--- src/bf16_scale_macros.svh ---
// Constants for the block scale subsystem
// Scale numerator, canonical quiet NaN and block FIFO depth

`ifndef BF16_SCALE_MACROS_SVH
`define BF16_SCALE_MACROS_SVH

// --------------------------------------------------
// Number constants
// --------------------------------------------------

// 127.0 in BF16
// sign 0, exponent 0x85, mantissa 0x7E
`define BF16_SCALE_NUMERATOR 16'h42FE

// Positive quiet NaN, mantissa MSB set
`define BF16_CANON_QNAN 16'h7FC0

// --------------------------------------------------
// Buffering
// --------------------------------------------------

// Entries in the block maximum FIFO
// Power of two, at least 2
`define BF16_SCALE_FIFO_DEPTH 4

`endif

--- src/bf16_pkg.sv ---
// BF16 format package
// Field struct, sign/magnitude struct and the word union over both views
// Classification helpers for NaN, infinity and flushed-to-zero values

`default_nettype none

package bf16_pkg;

        // Sign, biased exponent and stored mantissa
        typedef struct packed {
                logic       sign;
                logic [7:0] exp;
                logic [6:0] mant;
        } bf16_fields_t;

        // Sign plus 15-bit magnitude
        // Magnitudes order correctly as unsigned integers
        typedef struct packed {
                logic        sign;
                logic [14:0] abs;
        } bf16_mag_t;

        // One BF16 word, decoded either way
        typedef union packed {
                bf16_fields_t fld;
                bf16_mag_t    mag;
        } bf16_word_u;

        // --------------------------------------------------
        // Classification
        // --------------------------------------------------

        // Exponent all ones, mantissa nonzero
        function automatic logic bf16_is_nan(input bf16_word_u w);
                return (w.fld.exp == 8'hFF) && (w.fld.mant != 7'h00);
        endfunction

        // Exponent all ones, mantissa zero
        function automatic logic bf16_is_inf(input bf16_word_u w);
                return (w.fld.exp == 8'hFF) && (w.fld.mant == 7'h00);
        endfunction

        // Zero or subnormal, both flushed to zero
        function automatic logic bf16_is_eff_zero(input bf16_word_u w);
                return (w.fld.exp == 8'h00);
        endfunction

endpackage : bf16_pkg

`default_nettype wire

--- src/bf16_absmax_tracker.sv ---
// Block absolute-maximum tracker
// Takes a BF16 sample stream, emits one max magnitude per block
// NaN in a block forces the canonical quiet NaN out

`timescale 1ns/100ps
`default_nettype none

`include "bf16_scale_macros.svh"

module bf16_absmax_tracker (
        input  logic                clk,
        input  logic                rst_n,
        input  bf16_pkg::bf16_word_u sample,
        input  logic                sample_valid,
        input  logic                sample_last,
        output logic                sample_ready,
        output bf16_pkg::bf16_word_u max_data,
        output logic                max_valid,
        input  logic                max_ready
);

        import bf16_pkg::*;

        logic [14:0] run_max;
        logic        nan_seen;
        logic [14:0] smp_abs;
        logic [14:0] blk_max;
        logic        blk_nan;
        logic        smp_fire;

        // Stall input while a finished maximum waits downstream
        assign sample_ready = ~max_valid | max_ready;
        assign smp_fire     = sample_valid & sample_ready;

        // Subnormals count as zero
        assign smp_abs = bf16_is_eff_zero(sample) ? 15'h0000 : sample.mag.abs;
        assign blk_max = (smp_abs > run_max) ? smp_abs : run_max;
        assign blk_nan = nan_seen | bf16_is_nan(sample);

        // --------------------------------------------------
        // Running state
        // --------------------------------------------------
        always_ff @(posedge clk or negedge rst_n) begin
                if (!rst_n) begin
                        run_max  <= 15'h0000;
                        nan_seen <= 1'b0;
                end else if (smp_fire) begin
                        // Last beat restarts the block
                        run_max  <= sample_last ? 15'h0000 : blk_max;
                        nan_seen <= sample_last ? 1'b0 : blk_nan;
                end
        end

        // Output handshake
        always_ff @(posedge clk or negedge rst_n) begin
                if (!rst_n) begin
                        max_valid <= 1'b0;
                end else if (smp_fire && sample_last) begin
                        max_valid <= 1'b1;
                end else if (max_ready) begin
                        max_valid <= 1'b0;
                end
        end

        // Result word, sign always cleared
        always_ff @(posedge clk) begin
                if (smp_fire && sample_last) begin
                        max_data <= blk_nan ? bf16_word_u'(`BF16_CANON_QNAN)
                                            : bf16_word_u'({1'b0, blk_max});
                end
        end

        // Stalled maximum holds until taken
        a_max_hold : assert property (@(posedge clk) disable iff (!rst_n)
                max_valid && !max_ready |=> max_valid && $stable(max_data));

endmodule : bf16_absmax_tracker

`default_nettype wire

--- src/bf16_block_fifo.sv ---
// First-word-fall-through FIFO of block maxima
// Circular buffer with extended pointers, valid/ready on both ports
// A written entry becomes readable one cycle after its write edge

`timescale 1ns/100ps
`default_nettype none

`include "bf16_scale_macros.svh"

module bf16_block_fifo (
        input  logic                clk,
        input  logic                rst_n,
        input  bf16_pkg::bf16_word_u wr_data,
        input  logic                wr_valid,
        output logic                wr_ready,
        output bf16_pkg::bf16_word_u rd_data,
        output logic                rd_valid,
        input  logic                rd_ready
);

        import bf16_pkg::*;

        localparam int DEPTH = `BF16_SCALE_FIFO_DEPTH;
        localparam int AW    = $clog2(DEPTH);

        bf16_word_u    mem [DEPTH];
        logic [AW:0]   wr_ptr;
        logic [AW:0]   wr_ptr_vis;
        logic [AW:0]   rd_ptr;
        logic [AW:0]   fill;
        logic          full;
        logic          empty;
        logic          wr_fire;
        logic          rd_fire;

        // Same index, opposite wrap bit
        assign full  = (wr_ptr[AW] != rd_ptr[AW]) && (wr_ptr[AW-1:0] == rd_ptr[AW-1:0]);
        // Read side sees writes one cycle late
        assign empty = (wr_ptr_vis == rd_ptr);

        // Entries held, from the real write pointer
        assign fill = wr_ptr - rd_ptr;

        assign wr_ready = ~full;
        assign rd_valid = ~empty;
        assign wr_fire  = wr_valid & wr_ready;
        assign rd_fire  = rd_valid & rd_ready;

        // Head entry straight out of storage
        assign rd_data = mem[rd_ptr[AW-1:0]];

        // --------------------------------------------------
        // Pointers
        // --------------------------------------------------
        always_ff @(posedge clk or negedge rst_n) begin
                if (!rst_n) begin
                        wr_ptr     <= '0;
                        wr_ptr_vis <= '0;
                        rd_ptr     <= '0;
                end else begin
                        wr_ptr_vis <= wr_ptr;
                        if (wr_fire) wr_ptr <= wr_ptr + 1'b1;
                        if (rd_fire) rd_ptr <= rd_ptr + 1'b1;
                end
        end

        // Storage
        always_ff @(posedge clk) begin
                if (wr_fire) mem[wr_ptr[AW-1:0]] <= wr_data;
        end

        // Writes only land while a slot is free
        a_no_wr_full : assert property (@(posedge clk) disable iff (!rst_n)
                wr_fire |-> fill < DEPTH);

        // Reads only take entries that were written
        a_no_rd_empty : assert property (@(posedge clk) disable iff (!rst_n)
                rd_fire |-> fill != '0);

endmodule : bf16_block_fifo

`default_nettype wire

--- src/bf16_scale_divider.sv ---
// Scale divider, fixed numerator over a block maximum
// Integer significand divide, normalize, RNE round, exponent clamp
// Special cases for NaN, zero and infinity divisors
// Registered result and status flags behind valid/ready

`timescale 1ns/100ps
`default_nettype none

`include "bf16_scale_macros.svh"

module bf16_scale_divider (
        input  logic                clk,
        input  logic                rst_n,
        input  bf16_pkg::bf16_word_u blk_data,
        input  logic                blk_valid,
        output logic                blk_ready,
        output bf16_pkg::bf16_word_u scale,
        output logic                scale_overflow,
        output logic                scale_underflow,
        output logic                scale_div_by_zero,
        output logic                scale_nan,
        output logic                scale_valid,
        input  logic                scale_ready
);

        import bf16_pkg::*;

        bf16_word_u         num;
        logic               res_sign;
        logic [21:0]        dividend_ext;
        logic [7:0]         divisor;
        logic [14:0]        quot;
        logic [7:0]         rem;
        logic               shift_left;
        logic [13:0]        quot_norm;
        logic [6:0]         mant_raw;
        logic               guard;
        logic               round_bit;
        logic               sticky;
        logic               round_up;
        logic [7:0]         mant_rnd;
        logic signed [9:0]  exp_diff;
        logic signed [9:0]  exp_norm;
        logic signed [9:0]  exp_adj;
        logic               exp_ovf;
        logic               exp_unf;
        bf16_word_u         res;
        logic [3:0]         res_flags;
        logic               blk_fire;

        assign num      = bf16_word_u'(`BF16_SCALE_NUMERATOR);
        assign res_sign = num.fld.sign ^ blk_data.fld.sign;

        // --------------------------------------------------
        // Significand divide
        // --------------------------------------------------
        // Quotient has its unit bit at position 14
        assign dividend_ext = {1'b1, num.fld.mant, 14'b0};
        assign divisor      = {1'b1, blk_data.fld.mant};
        assign quot         = 15'(dividend_ext / {14'b0, divisor});
        assign rem          = 8'(dividend_ext % {14'b0, divisor});

        // Quotient lies in (0.5, 2), at most one left shift
        // Hidden bit dropped, fraction lands at [13:0]
        assign shift_left = ~quot[14];
        assign quot_norm  = shift_left ? {quot[12:0], 1'b0} : quot[13:0];

        // Mantissa at [13:7], round bits below
        assign mant_raw  = quot_norm[13:7];
        assign guard     = quot_norm[6];
        assign round_bit = quot_norm[5];
        assign sticky    = (|quot_norm[4:0]) | (rem != 8'h00);

        // Nearest, ties to even
        assign round_up = guard & (round_bit | sticky | mant_raw[0]);
        assign mant_rnd = {1'b0, mant_raw} + {7'b0, round_up};

        // --------------------------------------------------
        // Exponent
        // --------------------------------------------------
        assign exp_diff = $signed({2'b00, num.fld.exp}) - $signed({2'b00, blk_data.fld.exp})
                          + 10'sd127;
        assign exp_norm = shift_left ? exp_diff - 10'sd1 : exp_diff;
        // Mantissa carry bumps the exponent
        assign exp_adj  = mant_rnd[7] ? exp_norm + 10'sd1 : exp_norm;
        assign exp_ovf  = (exp_adj > 10'sd254);
        assign exp_unf  = (exp_adj < 10'sd1);

        // Special cases first, in priority order
        // Flags are {overflow, underflow, div_by_zero, nan}
        always_comb begin
                res       = bf16_word_u'({res_sign, exp_adj[7:0], mant_rnd[6:0]});
                res_flags = 4'b0000;
                if (bf16_is_nan(blk_data)) begin
                        res       = bf16_word_u'(`BF16_CANON_QNAN);
                        res_flags = 4'b0001;
                end else if (bf16_is_eff_zero(blk_data)) begin
                        res       = bf16_word_u'({res_sign, 8'hFF, 7'h00});
                        res_flags = 4'b0010;
                end else if (bf16_is_inf(blk_data)) begin
                        res       = bf16_word_u'({res_sign, 15'h0000});
                end else if (exp_ovf) begin
                        res       = bf16_word_u'({res_sign, 8'hFF, 7'h00});
                        res_flags = 4'b1000;
                end else if (exp_unf) begin
                        res       = bf16_word_u'({res_sign, 15'h0000});
                        res_flags = 4'b0100;
                end
        end

        // --------------------------------------------------
        // Output register
        // --------------------------------------------------
        assign blk_ready = ~scale_valid | scale_ready;
        assign blk_fire  = blk_valid & blk_ready;

        always_ff @(posedge clk or negedge rst_n) begin
                if (!rst_n) begin
                        scale_valid <= 1'b0;
                end else if (blk_fire) begin
                        scale_valid <= 1'b1;
                end else if (scale_ready) begin
                        scale_valid <= 1'b0;
                end
        end

        always_ff @(posedge clk) begin
                if (blk_fire) begin
                        scale <= res;
                        {scale_overflow, scale_underflow, scale_div_by_zero, scale_nan}
                                <= res_flags;
                end
        end

        // Stalled result and flags hold until taken
        a_out_hold : assert property (@(posedge clk) disable iff (!rst_n)
                scale_valid && !scale_ready |=> scale_valid && $stable(scale)
                && $stable({scale_overflow, scale_underflow, scale_div_by_zero, scale_nan}));

endmodule : bf16_scale_divider

`default_nettype wire

--- src/bf16_scale_unit.sv ---
// Block scale unit top level
// Absmax tracker into block FIFO into scale divider

`timescale 1ns/100ps
`default_nettype none

module bf16_scale_unit (
        input  logic                clk,
        input  logic                rst_n,
        input  bf16_pkg::bf16_word_u sample,
        input  logic                sample_valid,
        input  logic                sample_last,
        output logic                sample_ready,
        output bf16_pkg::bf16_word_u scale,
        output logic                scale_overflow,
        output logic                scale_underflow,
        output logic                scale_div_by_zero,
        output logic                scale_nan,
        output logic                scale_valid,
        input  logic                scale_ready
);

        import bf16_pkg::*;

        // Tracker to FIFO
        bf16_word_u max_data;
        logic       max_valid;
        logic       max_ready;

        // FIFO to divider
        bf16_word_u blk_data;
        logic       blk_valid;
        logic       blk_ready;

        // --------------------------------------------------
        // Pipeline
        // --------------------------------------------------
        bf16_absmax_tracker u_absmax (
                .clk          (clk),
                .rst_n        (rst_n),
                .sample       (sample),
                .sample_valid (sample_valid),
                .sample_last  (sample_last),
                .sample_ready (sample_ready),
                .max_data     (max_data),
                .max_valid    (max_valid),
                .max_ready    (max_ready)
        );

        bf16_block_fifo u_fifo (
                .clk      (clk),
                .rst_n    (rst_n),
                .wr_data  (max_data),
                .wr_valid (max_valid),
                .wr_ready (max_ready),
                .rd_data  (blk_data),
                .rd_valid (blk_valid),
                .rd_ready (blk_ready)
        );

        bf16_scale_divider u_div (
                .clk               (clk),
                .rst_n             (rst_n),
                .blk_data          (blk_data),
                .blk_valid         (blk_valid),
                .blk_ready         (blk_ready),
                .scale             (scale),
                .scale_overflow    (scale_overflow),
                .scale_underflow   (scale_underflow),
                .scale_div_by_zero (scale_div_by_zero),
                .scale_nan         (scale_nan),
                .scale_valid       (scale_valid),
                .scale_ready       (scale_ready)
        );

endmodule : bf16_scale_unit

`default_nettype wire

--- config.mk ---
export PLATFORM = sky130hd
export DESIGN_NAME = bf16_scale_unit
export DESIGN_NICKNAME = d
export VERILOG_FILES = /design/src/bf16_pkg.sv /design/src/bf16_absmax_tracker.sv /design/src/bf16_block_fifo.sv /design/src/bf16_scale_divider.sv /design/src/bf16_scale_unit.sv
export VERILOG_INCLUDE_DIRS = /design/src
export SDC_FILE = /design/constraint.sdc
export NUM_CORES = 1
export LEC_CHECK = 0
export BUFFER_PORTS_ARGS = -buffer_cell sky130_fd_sc_hd__buf_4
export CORE_ASPECT_RATIO = 0.7
export CORE_MARGIN = 5
export CORE_UTILIZATION = 38
export DETAILED_ROUTE_END_ITERATION = 16
export PLACE_DENSITY = 0.56
export SLEW_MARGIN = 10
export SYNTH_ARGS = -nofsm -noshare
export SYNTH_HDL_FRONTEND = slang
export SYNTH_HIERARCHICAL = 1
export SYNTH_SLANG_ARGS = --single-unit
--- constraint.sdc ---
create_clock -name clk -period 37.8 [get_ports clk]
set_input_delay 0 -clock clk [delete_from_list [all_inputs] [get_ports clk]]
set_output_delay 0 -clock clk [all_outputs]
set_load 0.02 [all_outputs]
==> run_results.csv <==
group,metric,value,unit
worst_setup_path,rr_startpoint,"u_fifo/rd_ptr[0]",
global_route,grt_antenna_before_repair,0,
sta,setup_viol,0,
hold_path,hold_class,"input port to flop",
finish,synthToLayoutAreaGrowth,10.8,%
sta,maxSlewHeadroom,24.3,%
worst_setup_path,required,37.97,ns
hold_path,hold_path.startpoint,"sample[2]",
floorplanning,die_h,182,um
cts,clk_path_buf_depth,2,
sta,fin_skew,0.00876,ns
logic_synthesis,synth_cell_types,127,
hold_path,min_to,"u_absmax/run_max[2]",
cts,cts_inserted_buffers,17,
global_route,grt_max_degree,31,
cts,root_buffer,"clkbuf_16",
logic_synthesis,syn_nets,2066,
placement,dp.cells,2491,
logic_synthesis,synthCells,1932,
floorplanning,die_x,256,um
sta,max_freq,0.0285,GHz
sta,setup_tns,0,ns
cts,htree_levels,4,
detailed_routing,drc,0,
worst_setup_path,rr_worst_depth,161,
logic_synthesis,ys.flop_type,"edfxtp_1",
sta,holdWs,0.0106,ns
worst_setup_path,endpoint_kind,"flop",
worst_setup_path,cp_slowest_cell,"or4_4",
detailed_routing,drt_iter0_markers,1390,
finish,mostFrequentLayoutCells,"171 x nor2_1, 170 x nand2_1, 113 x a21oi_1",
placement,dp_hpwl,37500,um
floorplanning,initial_core_util,38.3,%
finish,antenna-diode-count,0,
cts,clk_latency,0.42,ns
detailed_routing,avgViaCountPerCell,6.15,
finish,final_cells,2541,
floorplanning,rows,63,
logic_synthesis,synth_area,0.0162,mm2
worst_setup_path,worst-r2r-setup-slack,2.75,ns
detailed_routing,routed_wl,48300,um
finish,final_common_cell,"nor2_1",
placement,port_buffers,41,
finish,drive_above_1_share,12.5,%
finish,fin_nets,2110,
sta,rsz0062_at_grt,"no",
global_route,grt_pass1_wl,78300,um
status,outcome,"completed",
global_route,track_usage,19.9,%
floorplanning,io_pins,43,
worst_setup_path,critPathKind,"flop to flop",
worst_setup_path,arrival,35.21,ns
logic_synthesis,seq_area_frac_synth,22.6,%
logic_synthesis,ys_warn_count,6,
floorplanning,fp.dieArea,0.0468,mm2
job,drv_cap,0,
placement,routabilityCongestion,0.877,
detailed_routing,first_pass_iters,5,
global_route,gr-total-overflow,0,
detailed_routing,antenna_left,0,
logic_synthesis,syn_avg_cell_area,8.36,um2
logic_synthesis,async_reset_ff_share,21.4,%
sta,hold_viol,0,
cts,cts_tree,"yes",
finish,multiInputGateArea,0.0120,mm2
sta,min_period,35.05,ns
logic_synthesis,synth-seq-cells,126,
sta,drv_slew,0,
finish,regArea,0.00365,mm2
finish,fill_cells,4181,
global_route,grt_pass1_vias,14300,
worst_setup_path,worstReg2RegEnd,"u_div/scale[0]",
logic_synthesis,synth_edf_count,99,
hold_path,whs_path_depth,3,
cts,path_clk_slew,0.06,ns
worst_setup_path,cp_max_fo,17,
detailed_routing,wl_per_cell,19.0,um
worst_setup_path,setup.worst_path.start_class,"flop",
detailed_routing,vias,15600,
sta,worst_pin_slew,1.13,ns
worst_setup_path,critPathMostFrequentCell,"a21o_1",
worst_setup_path,cpPeakStageDelay,0.68,ns
floorplanning,coreArea,0.0422,mm2
sta,fin_crit_sh,92.7,%
cts,clock-sinks,126,
-- how the worst max path moves through the flow --
stage                     start        endpoint  slack, ns  depth (start not counted)
6_report       u_fifo/rd_ptr[0]  u_div/scale[0]       2.75                        161
5_1_grt        u_fifo/rd_ptr[0]  u_div/scale[0]       0.04                        166
4_1_cts        u_fifo/rd_ptr[0]  u_div/scale[0]       0.63                        165
3_5_place_dp   u_fifo/rd_ptr[0]  u_div/scale[0]       0.78                        165
3_3_place_gp   u_fifo/rd_ptr[0]  u_div/scale[0]       1.47                        165
2_1_floorplan  u_fifo/rd_ptr[0]  u_div/scale[0]       4.05                        178
-- synthesized netlist by cell type, drive strengths merged (29+ instances only) --
master	number	share of area, %
clkbuf	32	0.74
o21ai	106	3.4
ha	112	8.7
o211ai	46	2.2
nand3	67	2.2
nand4	35	1.4
inv	64	1.5
nand2b	40	1.5
and2	35	1.5
mux2i	35	2.2
xor2	39	2.2
and3	29	1.2
a21oi	118	3.8
nand2	174	4.1
a31oi	29	1.3
xnor2	72	4.0
buf	38	1.5
nor3	58	2.0
edfxtp	99	18
a21o	66	3.1
nor2	174	4.1
-- logic make-up after synthesis --
family | after synthesis | share of synthesized area [%]
buffers and inverters | 135 | 3.77
other | 1 | 0.0232
xor gates and xnor gates | 113 | 6.53
AOI/OAI and AO/OA | 628 | 28.5
and+or+nand+nor | 747 | 24.1
muxes | 69 | 5.75
DFF | 126 | 22.6
adders and majority gates | 113 | 8.80
-- routing by layer --
layer  wire [um]  global-route usage, %
met1       25000                   31.7
met2       20300                   29.7
met3        2550                   2.30
met4         389                   2.40
met5           0                      0
-- critical path: cells and delay by family, from the launching register on --
| family | cells | cell delay, ns |
|---|---|---|
| buf+inv | 9 | 1.64 |
| fa+ha+maj | 15 | 4.83 |
| simple gates | 49 | 9.50 |
| compound gates | 80 | 15.59 |
| flops | 1 | 0.42 |
| mux | 8 | 2.73 |
-- metrics by stage --
stage / utilization (%) / worst slack, ns / area [um2]
6_report: 42.4 / 2.75 / 17900
5_1_grt: 42.4 / 0.0385 / 17900
4_1_cts: 42.2 / 0.626 / 17800
3_5_place_dp: 40.5 / 0.782 / 17100
3_3_place_gp: 40.5 / 1.47 / 17100
2_1_floorplan: - / 4.05 / 16200
-- flip-flops by register name (all words and copies together) (netlist names) --
signal / count
u_fifo/mem: 64
u_div/scale: 16
u_absmax/max_data: 15
u_absmax/run_max: 15
u_fifo/rd_ptr: 3
u_fifo/wr_ptr: 3
u_fifo/wr_ptr_vis: 3
u_absmax/max_valid: 1
u_absmax/nan_seen: 1
u_div/scale_div_by_zero: 1
u_div/scale_nan: 1
u_div/scale_overflow: 1
u_div/scale_underflow: 1
u_div/scale_valid: 1
-- timing repair --
item | 4_1_cts | 5_1_grt
hold endpoints to repair | 41 | 0
resized for setup | 0 | 15
endpoints found under the setup margin | 0 | 1
hold buffers | 12 | 0
setup buffers | 0 | 6
-- area by class of cell --
| type | count | share of cell area, % |
|---|---|---|
| clock buffer | 18 | 2.45 |
| clock inverter | 14 | 0.881 |
| inverter | 64 | 1.34 |
| multi-input combinational | 1671 | 66.9 |
| sequential | 126 | 20.4 |
| tap | 552 | 3.86 |
| timing repair buffer | 96 | 4.20 |
Power is left out: the tool's default activity adds up to more than one toggle a clock period on the data nets, which glitch-free logic cannot reach.
